==> config.mk <==
export PLATFORM = sky130hd
export DESIGN_NAME = laser_link_top
export DESIGN_NICKNAME = d
export VERILOG_FILES = /design/src/common/laser_line_pkg.sv /design/src/common/link_pkg.sv /design/src/common/rx_frame_if.sv /design/src/hdl/laser_link_top.sv /design/src/hdl/link_monitor.sv /design/src/laser_rx/lane_sampler.sv /design/src/laser_rx/laser_deserializer.sv /design/src/laser_tx/laser_serializer.sv
export VERILOG_INCLUDE_DIRS = /design/src /design/src/common
export SDC_FILE = /design/constraint.sdc
export NUM_CORES = 1
export LEC_CHECK = 0
export BUFFER_PORTS_ARGS = -buffer_cell sky130_fd_sc_hd__buf_2
export CAP_MARGIN = 0
export CORE_AREA = 2 2 79 81
export DETAILED_ROUTE_END_ITERATION = 8
export DIE_AREA = 0 0 81 83
export PLACE_DENSITY = 0.82
export SYNTH_ARGS = -nofsm -noshare
export SYNTH_HDL_FRONTEND = slang
export SYNTH_SLANG_ARGS = --single-unit
==> constraint.sdc <==
create_clock -name clock -period 2.75 [get_ports clock]
set_input_delay 0.1375 -clock clock [delete_from_list [all_inputs] [get_ports clock]]
set_output_delay 0.1375 -clock clock [all_outputs]
set_load 0.05 [all_outputs]
==> src/common/laser_link_defines.svh <==
`ifndef LASER_LINK_DEFINES_SVH
`define LASER_LINK_DEFINES_SVH

// Line timing, in clock cycles per line bit
`define BIT_CLOCKS      8

// Start bit, eight data bits LSB first, stop bit
`define FRAME_BITS      10

// Vote window and sample point, counted 1..BIT_CLOCKS within a bit
`define VOTE_FIRST      3
`define VOTE_LAST       5
`define SAMPLE_POINT    8

// Handshake pattern seen on the two lanes
`define HS_LANE1        8'h55
`define HS_LANE2        8'hAA

// Same byte on both lanes ends the link
`define DONE_CODE       8'hAA

// Consecutive handshake frames before the link counts as up
`define HS_REPEAT       4

`endif

==> src/common/laser_line_pkg.sv <==
package laser_line_pkg;

    // Transmit side of a lane pair
    typedef enum logic {
        TX_IDLE,
        TX_SEND
    } tx_state_e;

    // Receive side, idle until a start edge
    typedef enum logic {
        RX_IDLE,
        RX_RECEIVE
    } rx_state_e;

    // Position within a frame, 0..FRAME_BITS
    typedef logic [3:0] bit_count_t;

endpackage

==> src/common/link_pkg.sv <==
package link_pkg;

    // One byte per lane, lane 1 in the low byte
    typedef struct packed {
        logic [7:0] lane2;
        logic [7:0] lane1;
    } byte_pair_t;

    // Link monitor states
    typedef enum logic {
        LINK_DOWN,
        LINK_UP
    } link_state_e;

endpackage

==> src/common/rx_frame_if.sv <==
`timescale 1ns/1ps

interface rx_frame_if
    import link_pkg::*;
();
    logic       valid;
    byte_pair_t pair;
    logic       frame_error;
    logic       link_up;

    modport source  (output valid, pair, frame_error);

    modport monitor (input valid, pair, frame_error, output link_up);

    modport sink    (input valid, pair, frame_error, link_up);

endinterface

==> src/hdl/laser_link_top.sv <==
`timescale 1ns/1ps

module laser_link_top
    import link_pkg::*;
(
    input  logic       clock,
    input  logic       reset,
    input  logic       tx_valid,
    input  logic [7:0] tx_data1,
    input  logic [7:0] tx_data2,
    output logic       tx_ready,
    output logic       laser1_out,
    output logic       laser2_out,
    input  logic       laser1_in,
    input  logic       laser2_in,
    output logic       rx_valid,
    output logic       rx_frame_error,
    output logic       link_up,
    output logic [7:0] rx_data1,
    output logic [7:0] rx_data2
);

    byte_pair_t tx_pair;

    rx_frame_if frame_bus ();

    assign tx_pair.lane1 = tx_data1;
    assign tx_pair.lane2 = tx_data2;

    laser_serializer u_serializer (
        .clock      (clock),
        .reset      (reset),
        .tx_valid   (tx_valid),
        .tx_pair    (tx_pair),
        .tx_ready   (tx_ready),
        .laser1_out (laser1_out),
        .laser2_out (laser2_out)
    );

    laser_deserializer u_deserializer (
        .clock     (clock),
        .reset     (reset),
        .laser1_in (laser1_in),
        .laser2_in (laser2_in),
        .frame     (frame_bus.source)
    );

    link_monitor u_link_monitor (
        .clock (clock),
        .reset (reset),
        .frame (frame_bus.monitor)
    );

    // Receive results out to plain ports
    assign rx_valid       = frame_bus.valid;
    assign rx_frame_error = frame_bus.frame_error;
    assign link_up        = frame_bus.link_up;
    assign rx_data1       = frame_bus.pair.lane1;
    assign rx_data2       = frame_bus.pair.lane2;

endmodule

==> src/hdl/link_monitor.sv <==
`timescale 1ns/1ps

`include "laser_link_defines.svh"

module link_monitor
    import link_pkg::*;
(
    input  logic        clock,
    input  logic        reset,
    rx_frame_if.monitor frame
);

    link_state_e state;
    logic [2:0]  hs_cnt;
    logic        hs_match;
    logic        done_match;

    assign hs_match   = (frame.pair.lane1 == `HS_LANE1) && (frame.pair.lane2 == `HS_LANE2);
    assign done_match = (frame.pair.lane1 == `DONE_CODE) && (frame.pair.lane2 == `DONE_CODE);

    assign frame.link_up = (state == LINK_UP);

    always_ff @(posedge clock, posedge reset) begin
        if (reset) begin
            state  <= LINK_DOWN;
            hs_cnt <= '0;
        end else begin
            case (state)
                LINK_DOWN: begin
                    if (frame.valid && hs_match) begin
                        hs_cnt <= hs_cnt + 3'd1;
                        if (hs_cnt == 3'(`HS_REPEAT - 1))
                            state <= LINK_UP;
                    end else if (frame.valid || frame.frame_error) begin
                        // Streak broken
                        hs_cnt <= '0;
                    end
                end
                LINK_UP: begin
                    if (frame.valid && done_match) begin
                        state  <= LINK_DOWN;
                        hs_cnt <= '0;
                    end
                end
                default: state <= LINK_DOWN;
            endcase
        end
    end

endmodule

==> src/laser_rx/lane_sampler.sv <==
`timescale 1ns/1ps

`include "laser_link_defines.svh"

module lane_sampler (
    input  logic                   clock,
    input  logic                   reset,
    input  logic                   laser_in,
    input  logic                   vote_en,
    input  logic                   sample_strobe,
    input  logic                   frame_clear,
    output logic                   lane_sync,
    output logic [`FRAME_BITS-1:0] frame_bits
);

    logic       sync_meta;
    logic [1:0] vote_cnt;
    logic       majority;

    // Two of three samples high
    assign majority = (vote_cnt >= 2'd2);

    always_ff @(posedge clock, posedge reset) begin
        if (reset) begin
            sync_meta <= 1'b0;
            lane_sync <= 1'b0;
            vote_cnt  <= '0;
        end else begin
            sync_meta <= laser_in;
            lane_sync <= sync_meta;
            if (sample_strobe)
                vote_cnt <= '0;
            else if (vote_en && lane_sync)
                vote_cnt <= vote_cnt + 2'd1;
        end
    end

    // New bits enter at the top, so the start bit ends up in bit 0
    always_ff @(posedge clock) begin
        if (frame_clear)
            frame_bits <= '0;
        else if (sample_strobe)
            frame_bits <= {majority, frame_bits[`FRAME_BITS-1:1]};
    end

endmodule

==> src/laser_rx/laser_deserializer.sv <==
`timescale 1ns/1ps

`include "laser_link_defines.svh"

module laser_deserializer
    import laser_line_pkg::*;
    import link_pkg::*;
(
    input  logic        clock,
    input  logic        reset,
    input  logic        laser1_in,
    input  logic        laser2_in,
    rx_frame_if.source  frame
);

    rx_state_e               state;
    logic [3:0]              period_cnt;
    bit_count_t              bit_cnt;
    logic                    check_pending;
    logic                    lane1_prev;
    logic                    lane2_prev;
    logic                    lane1_sync;
    logic                    lane2_sync;
    logic [`FRAME_BITS-1:0]  bits1;
    logic [`FRAME_BITS-1:0]  bits2;
    logic                    start_frame;
    logic                    vote_en;
    logic                    sample_strobe;
    logic                    frame_ok;
    byte_pair_t              rx_pair;

    lane_sampler u_lane1 (
        .clock         (clock),
        .reset         (reset),
        .laser_in      (laser1_in),
        .vote_en       (vote_en),
        .sample_strobe (sample_strobe),
        .frame_clear   (start_frame),
        .lane_sync     (lane1_sync),
        .frame_bits    (bits1)
    );

    lane_sampler u_lane2 (
        .clock         (clock),
        .reset         (reset),
        .laser_in      (laser2_in),
        .vote_en       (vote_en),
        .sample_strobe (sample_strobe),
        .frame_clear   (start_frame),
        .lane_sync     (lane2_sync),
        .frame_bits    (bits2)
    );

    // Rising edge on either lane opens a frame
    assign start_frame = (state == RX_IDLE) &&
                         ((lane1_sync && !lane1_prev) || (lane2_sync && !lane2_prev));

    assign vote_en = (state == RX_RECEIVE) &&
                     (period_cnt >= 4'(`VOTE_FIRST)) && (period_cnt <= 4'(`VOTE_LAST));
    assign sample_strobe = (state == RX_RECEIVE) && (period_cnt == 4'(`SAMPLE_POINT));

    // Start high and stop low on both lanes
    assign frame_ok = bits1[0] && !bits1[`FRAME_BITS-1] && bits2[0] && !bits2[`FRAME_BITS-1];

    assign rx_pair.lane1 = bits1[8:1];
    assign rx_pair.lane2 = bits2[8:1];

    assign frame.pair        = rx_pair;
    assign frame.valid       = check_pending && frame_ok;
    assign frame.frame_error = check_pending && !frame_ok;

    always_ff @(posedge clock, posedge reset) begin
        if (reset) begin
            state         <= RX_IDLE;
            period_cnt    <= 4'd1;
            bit_cnt       <= '0;
            check_pending <= 1'b0;
            lane1_prev    <= 1'b0;
            lane2_prev    <= 1'b0;
        end else begin
            lane1_prev    <= lane1_sync;
            lane2_prev    <= lane2_sync;
            check_pending <= 1'b0;
            case (state)
                RX_IDLE: begin
                    bit_cnt <= '0;
                    if (start_frame) begin
                        state      <= RX_RECEIVE;
                        // Edge cycle already counts as position 1
                        period_cnt <= 4'd2;
                    end
                end
                RX_RECEIVE: begin
                    period_cnt <= sample_strobe ? 4'd1 : period_cnt + 4'd1;
                    if (sample_strobe) begin
                        bit_cnt <= bit_cnt + 4'd1;
                        if (bit_cnt == bit_count_t'(`FRAME_BITS - 1)) begin
                            state         <= RX_IDLE;
                            check_pending <= 1'b1;
                        end
                    end
                end
                default: state <= RX_IDLE;
            endcase
        end
    end

endmodule

==> src/laser_tx/laser_serializer.sv <==
`timescale 1ns/1ps

`include "laser_link_defines.svh"

module laser_serializer
    import laser_line_pkg::*;
    import link_pkg::*;
(
    input  logic       clock,
    input  logic       reset,
    input  logic       tx_valid,
    input  byte_pair_t tx_pair,
    output logic       tx_ready,
    output logic       laser1_out,
    output logic       laser2_out
);

    tx_state_e                state;
    logic [3:0]               period_cnt;
    bit_count_t               bit_cnt;
    logic [`FRAME_BITS-1:0]   frame1;
    logic [`FRAME_BITS-1:0]   frame2;
    logic                     accept;
    logic                     bit_end;

    assign tx_ready = (state == TX_IDLE);
    assign accept   = tx_valid && tx_ready;
    assign bit_end  = (state == TX_SEND) && (period_cnt == 4'(`BIT_CLOCKS - 1));

    // Current frame bit sits in bit 0, lanes low when idle
    assign laser1_out = (state == TX_SEND) && frame1[0];
    assign laser2_out = (state == TX_SEND) && frame2[0];

    always_ff @(posedge clock, posedge reset) begin
        if (reset) begin
            state      <= TX_IDLE;
            period_cnt <= '0;
            bit_cnt    <= '0;
        end else begin
            case (state)
                TX_IDLE: begin
                    period_cnt <= '0;
                    bit_cnt    <= '0;
                    if (accept)
                        state <= TX_SEND;
                end
                TX_SEND: begin
                    period_cnt <= bit_end ? 4'd0 : period_cnt + 4'd1;
                    if (bit_end) begin
                        bit_cnt <= bit_cnt + 4'd1;
                        // Stop bit done, ready again next cycle
                        if (bit_cnt == bit_count_t'(`FRAME_BITS - 1))
                            state <= TX_IDLE;
                    end
                end
                default: state <= TX_IDLE;
            endcase
        end
    end

    // Stop, data, start; shifted out LSB first
    always_ff @(posedge clock) begin
        if (accept) begin
            frame1 <= {1'b0, tx_pair.lane1, 1'b1};
            frame2 <= {1'b0, tx_pair.lane2, 1'b1};
        end else if (bit_end) begin
            frame1 <= {1'b0, frame1[`FRAME_BITS-1:1]};
            frame2 <= {1'b0, frame2[`FRAME_BITS-1:1]};
        end
    end

endmodule

== Yosys cells after proc, flatten, opt, wreduce, memory -nomap -nowiden ==
Cells that the tools add are included.
Widths: inputs -> output; s select.
Storage, ports and cells
  flip-flop bits (word level): 71
  input port bits: 21
  output and inout port bits: 22
  word-level logic and storage cells: 118
Cells by class
  add/sub/neg operators: 7
  magnitude comparators: 4
  eq/ne operators: 13
  multiplexer cells: 36
  bitwise logic cells: 3
  reductions and logical operators: 32
Operators with widths (count)
  $mux 9: 4
  $pmux 4 s2: 4
  $logic_and 1x1->1: 21
  $mux 4: 5
  $add 4x1->4 const B: 4
  $eq 8x8->1 const B: 2
  $eq 4x4->1 const B: 3
  $mux 1: 12
  $mux 3: 3
  $eq 8x7->1 const B: 1
  $mux 2: 4
  $ne 2x2->1 const B: 3
  $pmux 1 s2: 3
  $pmux 3 s2: 1
  $reduce_bool 2->1: 3
  $logic_not 1->1: 5
  $add 2x1->2 const B: 2
  $eq 4x3->1 const B: 1
  $ge 2x2->1 const B: 2
  $ge 4x2->1 const B: 1
  $le 4x3->1 const B: 1
  $add 3x1->3 const B: 1
  $eq 3x2->1 const B: 1
  $ne 3x1->1 const B: 1
  other kinds (4): 7

== Depth between registers and ports, before layout ==
Gate-level depths: netlist of the first run.
  depth in word-level cells: 10
  gate-level depth with buffers: 8

== By module ==
Synthesis of the first run repeated with hierarchy kept, for this count alone.
Second synthesis, totals
  cells, all modules: 276
  area total of the unflattened synthesis: 3223.1 um^2
Modules (own cells, without submodules)
  laser_serializer: times used 1, cells an instance 88, area an instance 1164.9 um^2, seq. area each 745.7 um^2
  lane_sampler: times used 2, cells an instance 46, area an instance 544.3 um^2, seq. area each 300.3 um^2
  laser_deserializer: times used 1, cells an instance 64, area an instance 651.9 um^2, seq. area each 301.5 um^2
  link_monitor: times used 1, cells an instance 32, area an instance 317.8 um^2, seq. area each 100.1 um^2

== Worst setup path before layout of the first run ==
Ideal clock, no wire load.
  kind: register -> register
  start point: register u_serializer.period_cnt[0]
  end point: register u_serializer.frame1[1], enable pin
  arrival: 1590 ps
  required time: 2427 ps
  path slack: 837 ps
  cell stages (with the launch flop): 7
  buffers on the path: 2
  clock period less this slack: 1913 ps
  cells stage by stage: dfrtp_1 > ha_1 > and3b_1 > buf_6 > and2_4 > buf_6 > or2_1
Between the ends
  longest elaborated chain between the ends: 3
Ends and longest elaborated chain
  start, declared: RTL line laser_serializer.sv:19  | logic [3:0] period_cnt;
  start signal, assigned: RTL line laser_serializer.sv:48  | period_cnt <= bit_end ? 4'd0 : period_cnt + 4'd1;
  $eq 4x3->1: RTL line laser_serializer.sv:28  | assign bit_end = (state == TX_SEND) && (period_cnt == 4'(`BIT_CLOCKS - 1));
  $logic_and 1x1->1: RTL line laser_serializer.sv:28
  $reduce_bool 2->1 (no line)
  end signal, assigned: RTL line laser_serializer.sv:64  | frame1 <= {1'b0, tx_pair.lane1, 1'b1};
  end signal, assigned: RTL line laser_serializer.sv:67  | frame1 <= {1'b0, frame1[`FRAME_BITS-1:1]};
  end, declared: RTL line laser_serializer.sv:21  | logic [`FRAME_BITS-1:0] frame1;
Every way passes these cells.
A chain may end at the register's enable or synchronous reset.

== Worst setup path in the final report of the first run ==
  start point: register u_serializer.period_cnt[0]
  end point: register u_serializer.frame1[2], enable pin
The elaborated chain is that of the path after synthesis.

==> out/qor.txt, run 1 <==
Core Util, Final: 0.6054
Most used standard cell by instance count after synthesis: nand2_1
Synth Warn #: 0
Top cells by area, synth: dfrtp_1, edfxtp_1, dfxtp_1, nand2_1, ha_1
Layout Cells excl Fill: 411
# fillers: 479
Dpl cells: 392
FFs w/ async S/R, synth: 0.4648
Crit path buf inv count: 0
Total number of vias: 2,177
Max Cap Viol: 0
Row count: 28
Critical path type: reg2reg
Post-DP Area: 0.003302 mm2
ANT nets after route: 0
IO buf count: 42
Ratio of cells with drive above 1 in the final layout: 0.2024
Post-CTS setup buffers: 0
Max Slew Vio Count: 0
Final Cell Area: 0.003521 mm2
Worst Skew: 0.01152 ns
CP Cell Sequence: ha_1 -> and3b_1 -> and2_4 -> or2_1
First-pass GRT wire length: 9439 um
Initial core utilization: 0.5448
Clock buffer depth: 2
Post-synth top cells: nand2_1, dfrtp_1, dfxtp_1
Clk_lat worst skew: 0.34 ns
PostCTS Resize Cnt: 0
Final Setup Violations: 0
Fin Setup TNS: 0 ns
Largest net degree at the start of global routing: 25
CTS tree: done
Crit. Startpoint: u_serializer.period_cnt[0]$_DFF_PP0_
Avg Vias per Cell: 5.297
GRT Overall Usage: 0.1794
Clock power frac: 0.237
I/O pin total: 43
Number of flops mapped to enable cells by yosys: 16
Worst r2r src: u_serializer.period_cnt[0]$_DFF_PP0_
Final Cycle Share: 0.8015
CP max FO: 19
DP HPWL: 3763 um
Top cell family by delay on the critical path: simple AND/OR/NAND/NOR gates
Seq/Total Area, Yosys: 0.5517
Clk pin slew, worst setup/hold paths: 0.07 ns
Post-synthesis cell type count: 47
Mapped Nets: 334
Worst Hold Class: in2reg
Sw Ratio: 0.3611
Initial antenna violation count: 0
DRC errors left: 0
Num CTS Buffers: 9
Min Tclk post-route: 2.204 ns
Routability congestion estimate: 0.7614
Data arrival time of the critical path: 2.17 ns
DR pass1 iterations: 4
Core area: 0.005816 mm2
Net count of the finished layout: 365
Routed wire per std cell: 13.11 um
Grt ovf: 0
CTS H-Tree Depth: 3
DIE HEIGHT: 83 um
Leakage: 1.600 nW
Endpoint class of the critical path: register
Final Hold Fails: 0
Place WS: 0.5414 ns
Mapped Area: 0.003168 mm2
Crit path launch type: register
CP required: 2.71 ns
Overall routed net length: 5389 um
Yosys reg bits: 71
ANT cells: 0
Dominant cell type by area after synthesis: dfrtp_1
Die width: 81 um
Mapped Cells: 300
Maximum vdd drop: 473.6 uV
Synthesis-to-layout area growth: 11.14%
Combinational share of power: 0.293
F_max: 453.7 MHz
Root Buffer: clkbuf_8
Max-slew headroom: 0.5353
RSZ-0062 raised after global routing: false
Actual slew at the worst max-slew pin: 0.6971 ns
Synth top area share: 0.2528
Sequential power share: 0.471
Clock sink total: 71
Worst hold margin: 0.07400 ns
Switching power: 1.205 mW
Hold buffer count at cts: 3
Synth Flop Type: dfrtp_1
Final Total Pwr: 3.336 mW
Largest stage delay, worst path: 0.57 ns
Initial DRC Count: 49
Internal Power: 2.132 mW
Synthesized area per cell: 10.56 um2
Worst path slowest cell: or2_1
Hold path startpoint: tx_data1[7]
Vias in the first global route: 2,152
PnR worst setup slack: 0.5458 ns
Die area: 0.006723 mm2
Status: complete, no violations
PwrDens: 947.5 mW/mm2
## flip-flops by register name, summed over array words and instances (netlist names), 2 cells and up
signal	count
u_deserializer.u_lane1.frame_bits	10
u_deserializer.u_lane2.frame_bits	10
u_serializer.frame1	9
u_serializer.frame2	9
u_deserializer.bit_cnt	4
u_deserializer.period_cnt	4
u_serializer.bit_cnt	4
u_serializer.period_cnt	4
u_link_monitor.hs_cnt	3
u_deserializer.u_lane1.vote_cnt	2
u_deserializer.u_lane2.vote_cnt	2
## worst reg2reg max path, delay by kind of cell, from the launching register on
kind / cells / cell delay [ns]
fa+ha+maj: 1 / 0.22
flops: 1 / 0.38
simple gates: 3 / 1.23
## placed cells by master (no fill, tap or decap), types with 2 or more instances in the layout
| cell type | count |
|---|---|
| buf_2 | 42 |
| xnor2_1 | 3 |
| clkinv_1 | 2 |
| nand4_1 | 4 |
| edfxtp_1 | 16 |
| clkinv_2 | 2 |
| nand3_1 | 2 |
| nand2b_1 | 2 |
| a21oi_1 | 21 |
| a21o_1 | 2 |
| dfrtp_1 | 32 |
| and3b_1 | 2 |
| dfxtp_1 | 22 |
| clkinv_4 | 2 |
| ha_1 | 13 |
| nor2b_1 | 3 |
| a22o_1 | 16 |
| clkbuf_8 | 9 |
| o21ai_0 | 5 |
| a211oi_1 | 2 |
| and4bb_2 | 3 |
| nand2_1 | 50 |
| and2_1 | 7 |
| o21ai_1 | 2 |
| inv_1 | 10 |
| xor2_1 | 4 |
| nor2_1 | 19 |
| mux2i_1 | 4 |
| nor3_1 | 8 |
| buf_4 | 3 |
| nand4bb_1 | 2 |
| dlygate4sd3_1 | 3 |
## final timing paths
kind | endpoint | slack [ns] | cells past startpoint
worst max-delay path | u_serializer.frame1[2]$_DFFE_PP_ | 0.55 | 4
min in group asynchronous | u_serializer.bit_cnt[1]$_DFFE_PP0P_ | 0.42 | 3
worst min-delay path | u_serializer.frame1[8]$_DFFE_PP_ | 0.07 | 2
max in group asynchronous | u_deserializer.period_cnt[0]$_DFFE_PP1P_ | 1.61 | 4
worst max register to register | u_serializer.frame1[2]$_DFFE_PP_ | 0.55 | 4
worst min register to register | u_deserializer.u_lane2.lane_sync$_DFF_PP0_ | 0.36 | 0
## final cells by class
class                   instances  area (um2)  share of cell area
flip-flops and latches         71        1748              0.4964
multi-input cells             189        1182              0.3358
repair buffers                 48       262.8             0.07463
clock buffers                  10       127.6             0.03625
well taps                      75       93.84             0.02665
clock inverters                 6       61.31             0.01741
inverters                      12       45.04             0.01279
## layer usage
metal / track usage / wire length, um / vias to the layer above
met4: 0.06471 / 63 / 0
met2: 0.2802 / 2585 / 49
li1: - / - / 1080
met3: 0.06196 / 275 / 8
met1: 0.2298 / 2465 / 1040
met5: 0 / 0 / -
## logic make-up after synthesis
family	Yosys count	share of synthesized area
and+or+nand+nor	112	0.1785
DFF	71	0.5517
AOI/OAI and AO/OA	52	0.1078
buffers and inverters	40	0.07504
adders and majority gates	13	0.05134
xor gates and xnor gates	7	0.01935
muxes	5	0.01619
## power by group through the flow
stage	logic (mW)	clock network [mW]	registers [mW]
2_1_floorplan	0.898	0	1.53
3_3_place_gp	0.940	0	1.57
3_5_place_dp	0.989	0	1.59
4_1_cts	0.994	0.809	1.57
5_1_grt	1.09	0.868	1.62
6_report	0.976	0.789	1.57
(Power assumes the default switching activity.)
==> run 2: changes to the inputs <==
clock period = 2.3 ns   (was 2.75 ns; I/O delays follow)
==> run 2 against run 1 <==
Net effect: critical path depth stayed put; largest cell class unchanged; clock skew is 0.0025 ns lower; highest routed layer unchanged; count of clock-buffer cells in the layout is 2 higher; final cell count is 0.24% higher; total power is 21% higher; die area stayed put; critical path type unchanged.
==> out/qor.txt, run 2 (synthesized netlist as in run 1, its figures left out) <==
Status: complete, no violations
Max Slew Vio Count: 0 (unchanged)
CP required: 2.27 ns (-0.44 ns)
CP max FO: 16 (-3)
Data arrival time of the critical path: 2.01 ns (-0.16 ns)
DR pass1 iterations: 5 (+1)
Initial core utilization: 0.5448 (unchanged)
Row count: 28 (unchanged)
Max-slew headroom: 0.5024 (-0.03288)
Maximum vdd drop: 527.2 uV (+11%)
Total number of vias: 2,218 (+1.9%)
Leakage: 1.611 nW (+0.65%)
Overall routed net length: 5623 um (+4.3%)
Routability congestion estimate: 0.7759 (+1.9%)
# fillers: 494 (+3.1%)
Top flop regs: u_deserializer.u_lane1.frame_bits x10, u_deserializer.u_lane2.frame_bits x10
Max Cap Viol: 0 (unchanged)
Worst r2r dst: u_serializer.frame1[2]$_DFFE_PP_
RSZ-0062 raised after global routing: false
Post-CTS setup buffers: 0 (unchanged)
Worst r2r src: u_serializer.period_cnt[0]$_DFF_PP0_
Reg2Reg Depth: 4 (unchanged)
Final Setup Violations: 0 (unchanged)
DP HPWL: 3807 um (+1.2%)
DRC errors left: 0 (unchanged)
PnR worst setup slack: 0.2595 ns (-0.2863 ns)
Switching power: 1.468 mW (+22%)
ANT nets after route: 0 (unchanged)
First-pass GRT wire length: 9942 um (+5.3%)
Fin Setup TNS: 0 ns (unchanged)
Die area: 0.006723 mm2 (unchanged)
CP endpoint: u_serializer.frame1[2]$_DFFE_PP_
Worst Hold Class: in2reg
PwrDens: 1141 mW/mm2 (+20%)
ANT cells: 0 (unchanged)
Grt ovf: 0 (unchanged)
Sw Ratio: 0.3630 (+0.001896)
Core area: 0.005816 mm2 (unchanged)
Final Cell Area: 0.003543 mm2 (+0.64%)
Crit path launch type: register
R2r setup slk: 0.26 ns (-0.29 ns)
Clk_lat worst skew: 0.34 ns (about the same)
Post-DP Area: 0.003309 mm2 (+0.23%)
Initial antenna violation count: 0 (unchanged)
Critical path type: reg2reg
Num CTS Buffers: 9 (unchanged)
PostCTS Resize Cnt: 0 (unchanged)
Largest net degree at the start of global routing: 25 (unchanged)
I/O pin total: 43 (unchanged)
Place WS: 0.2386 ns (-0.3028 ns)
Combinational share of power: 0.292 (about the same)
DIE HEIGHT: 83 um (unchanged)
Most common cell after layout, fill and taps aside: nand2_1
Clock buffer depth: 2 (unchanged)
Avg Vias per Cell: 5.383 (+1.6%)
CTS tree: done
Net count of the finished layout: 366 (+0.27%)
Vias in the first global route: 2,203 (+2.4%)
Crit. Startpoint: u_serializer.period_cnt[0]$_DFF_PP0_
Endpoint class of the critical path: register
Routed wire per std cell: 13.65 um (+4.1%)
Worst Skew: 0.009026 ns (-0.002498 ns)
Min Tclk post-route: 2.040 ns (-0.1637 ns)
Final Cycle Share: 0.8872 (+0.08563)
GRT Overall Usage: 0.1899 (+0.01042)
Sequential power share: 0.468 (-0.003)
Ratio of cells with drive above 1 in the final layout: 0.2077 (+0.005334)
Clk pin slew, worst setup/hold paths: 0.08 ns (about the same)
F_max: 490.1 MHz (+8.0%)
Final Total Pwr: 4.044 mW (+21%)
IO buf count: 42 (unchanged)
Final Hold Fails: 0 (unchanged)
Die width: 81 um (unchanged)
Root Buffer: clkbuf_8
Initial DRC Count: 94 (+92%)
Internal Power: 2.576 mW (+21%)
Most frequent cells in the layout: nand2_1, buf_2, dfrtp_1, dfxtp_1, a21oi_1
CTS H-Tree Depth: 3 (unchanged)
Synthesis-to-layout area growth: 11.85%
Actual slew at the worst max-slew pin: 0.7464 ns (+0.04932 ns)
Clock power frac: 0.240 (+0.003)
Clock sink total: 71 (unchanged)
run 2: cell count changes in the layout (fill, tap and decap cells not counted):
cell | before | now
buf_4 | 3 | 4
bufinv_16 | 1 | 0
clkinvlp_4 | 0 | 1
clkinv_1 | 2 | 1
clkinv_4 | 2 | 1
clkbuf_16 | 0 | 2
run 2: area by class of cell:
type                       instances  area, um2  area share
inverter                          12      45.04     0.01271
sequential                        71       1748      0.4933
multi-input combinational        189       1182      0.3337
clock buffer                      12      177.7     0.05014
tap                               75      93.84     0.02648
timing repair buffer              49      270.3     0.07627
clock inverter                     4      26.28    0.007415
run 2: power groups by stage:
stage	Sequential (mW)	Combinational, mW	Clock, mW
after global placement	1.88	1.13	0
after detailed placement	1.91	1.18	0
after global routing	1.94	1.33	1.07
after floorplan	1.83	1.07	0
after CTS	1.89	1.19	0.989
final	1.89	1.18	0.971
run 2: timing repair:
item | CTS | global route
hold buffers | 3 | 0
endpoints found under the hold margin | 18 | 0
endpoints found under the setup margin | 0 | 0
run 2: worst min path at each step:
stage / from / endpoint / slack (ns) / cells past startpoint
global placement: laser1_in / u_deserializer.u_lane1.sync_meta$_DFF_PP0_ / 0.22 / 1
detailed placement: laser1_in / u_deserializer.u_lane1.sync_meta$_DFF_PP0_ / 0.22 / 1
finish: tx_data2[7] / u_serializer.frame2[8]$_DFFE_PP_ / 0.05 / 2
global route: tx_data2[7] / u_serializer.frame2[8]$_DFFE_PP_ / 0.02 / 2
CTS: tx_data2[7] / u_serializer.frame2[8]$_DFFE_PP_ / 0.03 / 2
floorplan: laser1_in / u_deserializer.u_lane1.sync_meta$_DFF_PP0_ / 0.15 / 0
run 2: layer usage:
| layer | global-route usage | wire length (um) | vias up |
|---|---|---|---|
| met3 | 0.07391 | 275 | 5 |
| met2 | 0.3020 | 2803 | 58 |
| li1 | - | - | 1077 |
| met1 | 0.2379 | 2496 | 1078 |
| met5 | 0 | 0 | - |
| met4 | 0.05701 | 48 | 0 |
run 2: worst max-delay path, stage by stage, from the launching register on:
cell and delay, ns:
dfrtp_1 0.38, ha_1 0.21, and3b_1 0.34, and2_4 0.20, or2_1 0.54
run 2: through the flow:
stage / utilization / std cells / hold WS [ns]
after floorplan: - / 300 / 0.1464
after global placement: 0.5691 / 393 / 0.2242
after detailed placement: 0.5691 / 393 / 0.2243
after CTS: 0.6093 / 412 / 0.03491
after global routing: 0.6093 / 412 / 0.01967
final: 0.6093 / 412 / 0.04566
==> run 3: changes to the inputs <==
CORE_AREA = 2 2 71 90   (was 2 2 79 81)
DIE_AREA = 0 0 73 92   (was 0 0 81 83)
==> run 3 against run 2 <==
Net effect: die area is 0.10% lower; maximum frequency up 3.8%; critical path depth stayed put; core utilization down 2.0 points; first-iteration DRC count down 36%; sequential share of layout area rose by 0.35 points; flip-flop and latch count is the same; clock power shrank 4.1%; critical endpoint is now u_serializer.frame2[2]$_DFFE_PP_.
==> out/qor.txt, run 3 (synthesized netlist as in run 1, its figures left out) <==
Status: complete, no violations
Maximum vdd drop: 594.9 uV (+13%)
Die width: 73 um (-9.9%)
Most common cell after layout, fill and taps aside: nand2_1
DIE HEIGHT: 92 um (+11%)
Final Setup Violations: 0 (unchanged)
Critical path type: reg2reg
Clk pin slew, worst setup/hold paths: 0.07 ns (about the same)
DP HPWL: 3721 um (-2.3%)
Final Cycle Share: 0.8544 (-0.03279)
Clock sink total: 71 (unchanged)
Overall routed net length: 5313 um (-5.5%)
# fillers: 493 (-0.20%)
Vias in the first global route: 2,056 (-6.7%)
Post-CTS setup buffers: 0 (unchanged)
Leakage: 1.602 nW (-0.53%)
DRC errors left: 0 (unchanged)
Row count: 32 (+14%)
Core Util, Final: 0.5898 (-0.01953)
CP Cell Sequence: ha_1 -> and3b_1 -> and2_4 -> or2_1
Multi-input logic area: 0.001182 mm2 (unchanged)
Routability congestion estimate: 0.7646 (-1.5%)
Initial antenna violation count: 0 (unchanged)
F_max: 508.9 MHz (+3.8%)
Hold buffer count at cts: 3 (unchanged)
Worst path slowest cell: or2_1
ANT cells: 0 (unchanged)
Dpl cells: 386 (-1.8%)
Top flop regs: u_deserializer.u_lane1.frame_bits x10, u_deserializer.u_lane2.frame_bits x10
Place WS: 0.3287 ns (+0.09003 ns)
CTS H-Tree Depth: 3 (unchanged)
First-pass GRT wire length: 9045 um (-9.0%)
Largest stage delay, worst path: 0.56 ns (+0.02 ns)
Initial core utilization: 0.5310 (-0.01371)
PwrDens: 1131 mW/mm2 (-0.88%)
Net count of the finished layout: 366 (unchanged)
I/O pin total: 43 (unchanged)
CP required: 2.27 ns (about the same)
Actual slew at the worst max-slew pin: 0.7009 ns (-0.04551 ns)
Min Tclk post-route: 1.965 ns (-0.07542 ns)
Total number of vias: 2,158 (-2.7%)
Endpoint class of the critical path: register
RSZ-0062 raised after global routing: false
Avg Vias per Cell: 5.328 (-1.0%)
Root Buffer: clkbuf_8
Clock buffer depth: 2 (unchanged)
Crit path launch type: register
Largest net degree at the start of global routing: 28 (+12%)
PostCTS Resize Cnt: 0 (unchanged)
Max Cap Viol: 0 (unchanged)
Final Cell Area: 0.003518 mm2 (-0.71%)
DR pass1 iterations: 4 (-1)
CTS tree: done
Worst hold margin: 0.05314 ns (+0.007482 ns)
Initial DRC Count: 60 (-36%)
Final Hold Fails: 0 (unchanged)
GRT Overall Usage: 0.1735 (-0.01635)
Routed wire per std cell: 13.12 um (-3.9%)
Max Slew Vio Count: 0 (unchanged)
ANT nets after route: 0 (unchanged)
Final Total Pwr: 3.980 mW (-1.6%)
Synthesis-to-layout area growth: 11.06%
Ratio of cells with drive above 1 in the final layout: 0.2047 (-0.002967)
Fin Setup TNS: 0 ns (unchanged)
Die area: 0.006716 mm2 (-0.10%)
Worst Hold Class: in2reg
Grt ovf: 0 (unchanged)
Most frequent cells in the layout: nand2_1, buf_2, dfrtp_1, dfxtp_1, a21oi_1
Worst Skew: 0.006725 ns (-0.002301 ns)
IO buf count: 42 (unchanged)
PnR worst setup slack: 0.3350 ns (+0.07542 ns)
Core area: 0.005966 mm2 (+2.6%)
Sequential Area: 0.001748 mm2 (unchanged)
Max-slew headroom: 0.5327 (+0.03034)
Data arrival time of the critical path: 1.94 ns (-0.07 ns)
Layout Cells excl Fill: 405 (-1.7%)
CP max FO: 19 (+3)
Clk_lat worst skew: 0.34 ns (about the same)
Num CTS Buffers: 9 (unchanged)
Post-DP Area: 0.003301 mm2 (-0.26%)
==> run 3: changes by cell type in the layout (fill, tap and decap cells not counted), sizes merged <==
cell and change:
clkbuf -3, clkinv +2, bufinv +1
==> run 3: worst paths after layout <==
kind                                                             from                                    endpoint  slack (ns)  cells past startpoint
max                              u_serializer.period_cnt[0]$_DFF_PP0_            u_serializer.frame2[2]$_DFFE_PP_        0.33                      4
min                                                       tx_data2[7]            u_serializer.frame2[8]$_DFFE_PP_        0.05                      2
max reg2reg                      u_serializer.period_cnt[0]$_DFF_PP0_            u_serializer.frame2[2]$_DFFE_PP_        0.33                      4
min reg2reg                u_deserializer.u_lane1.sync_meta$_DFF_PP0_  u_deserializer.u_lane1.lane_sync$_DFF_PP0_        0.36                      0
max in group asynchronous                                       reset    u_deserializer.period_cnt[0]$_DFFE_PP1P_        1.42                      4
min in group asynchronous                                       reset        u_serializer.period_cnt[3]$_DFF_PP0_        0.23                      3
==> run 3: power by group <==
group | leakage (nW) | internal, mW | switching, mW
combinational | 0.769 | 0.435 | 0.738
sequential | 0.739 | 1.62 | 0.251
clock | 0.0941 | 0.491 | 0.440
total | 1.60 | 2.55 | 1.43
==> run 3: area by class of cell <==
class / count / area share
multi-input cells: 189 / 0.3361
flip-flops and latches: 71 / 0.4968
inverters: 12 / 0.01280
clock buffers: 9 / 0.03521
repair buffers: 49 / 0.07681
well taps: 68 / 0.02418
clock inverters: 7 / 0.01814
==> run 3: per-layer routing <==
layer  GRT usage  vias to the layer above  wire [um]
li1            -                     1083          -
met1      0.2141                     1024       2311
met5           0                        -          0
met3     0.04945                        9        182
met4     0.07562                        0         99
met2      0.2793                       42       2720
==> run 3: worst max-delay path: cells and delay by family (launching register included) <==
kind | cells | cell delay [ns]
fa+ha+maj | 1 | 0.21
flops | 1 | 0.38
simple gates | 3 | 1.01
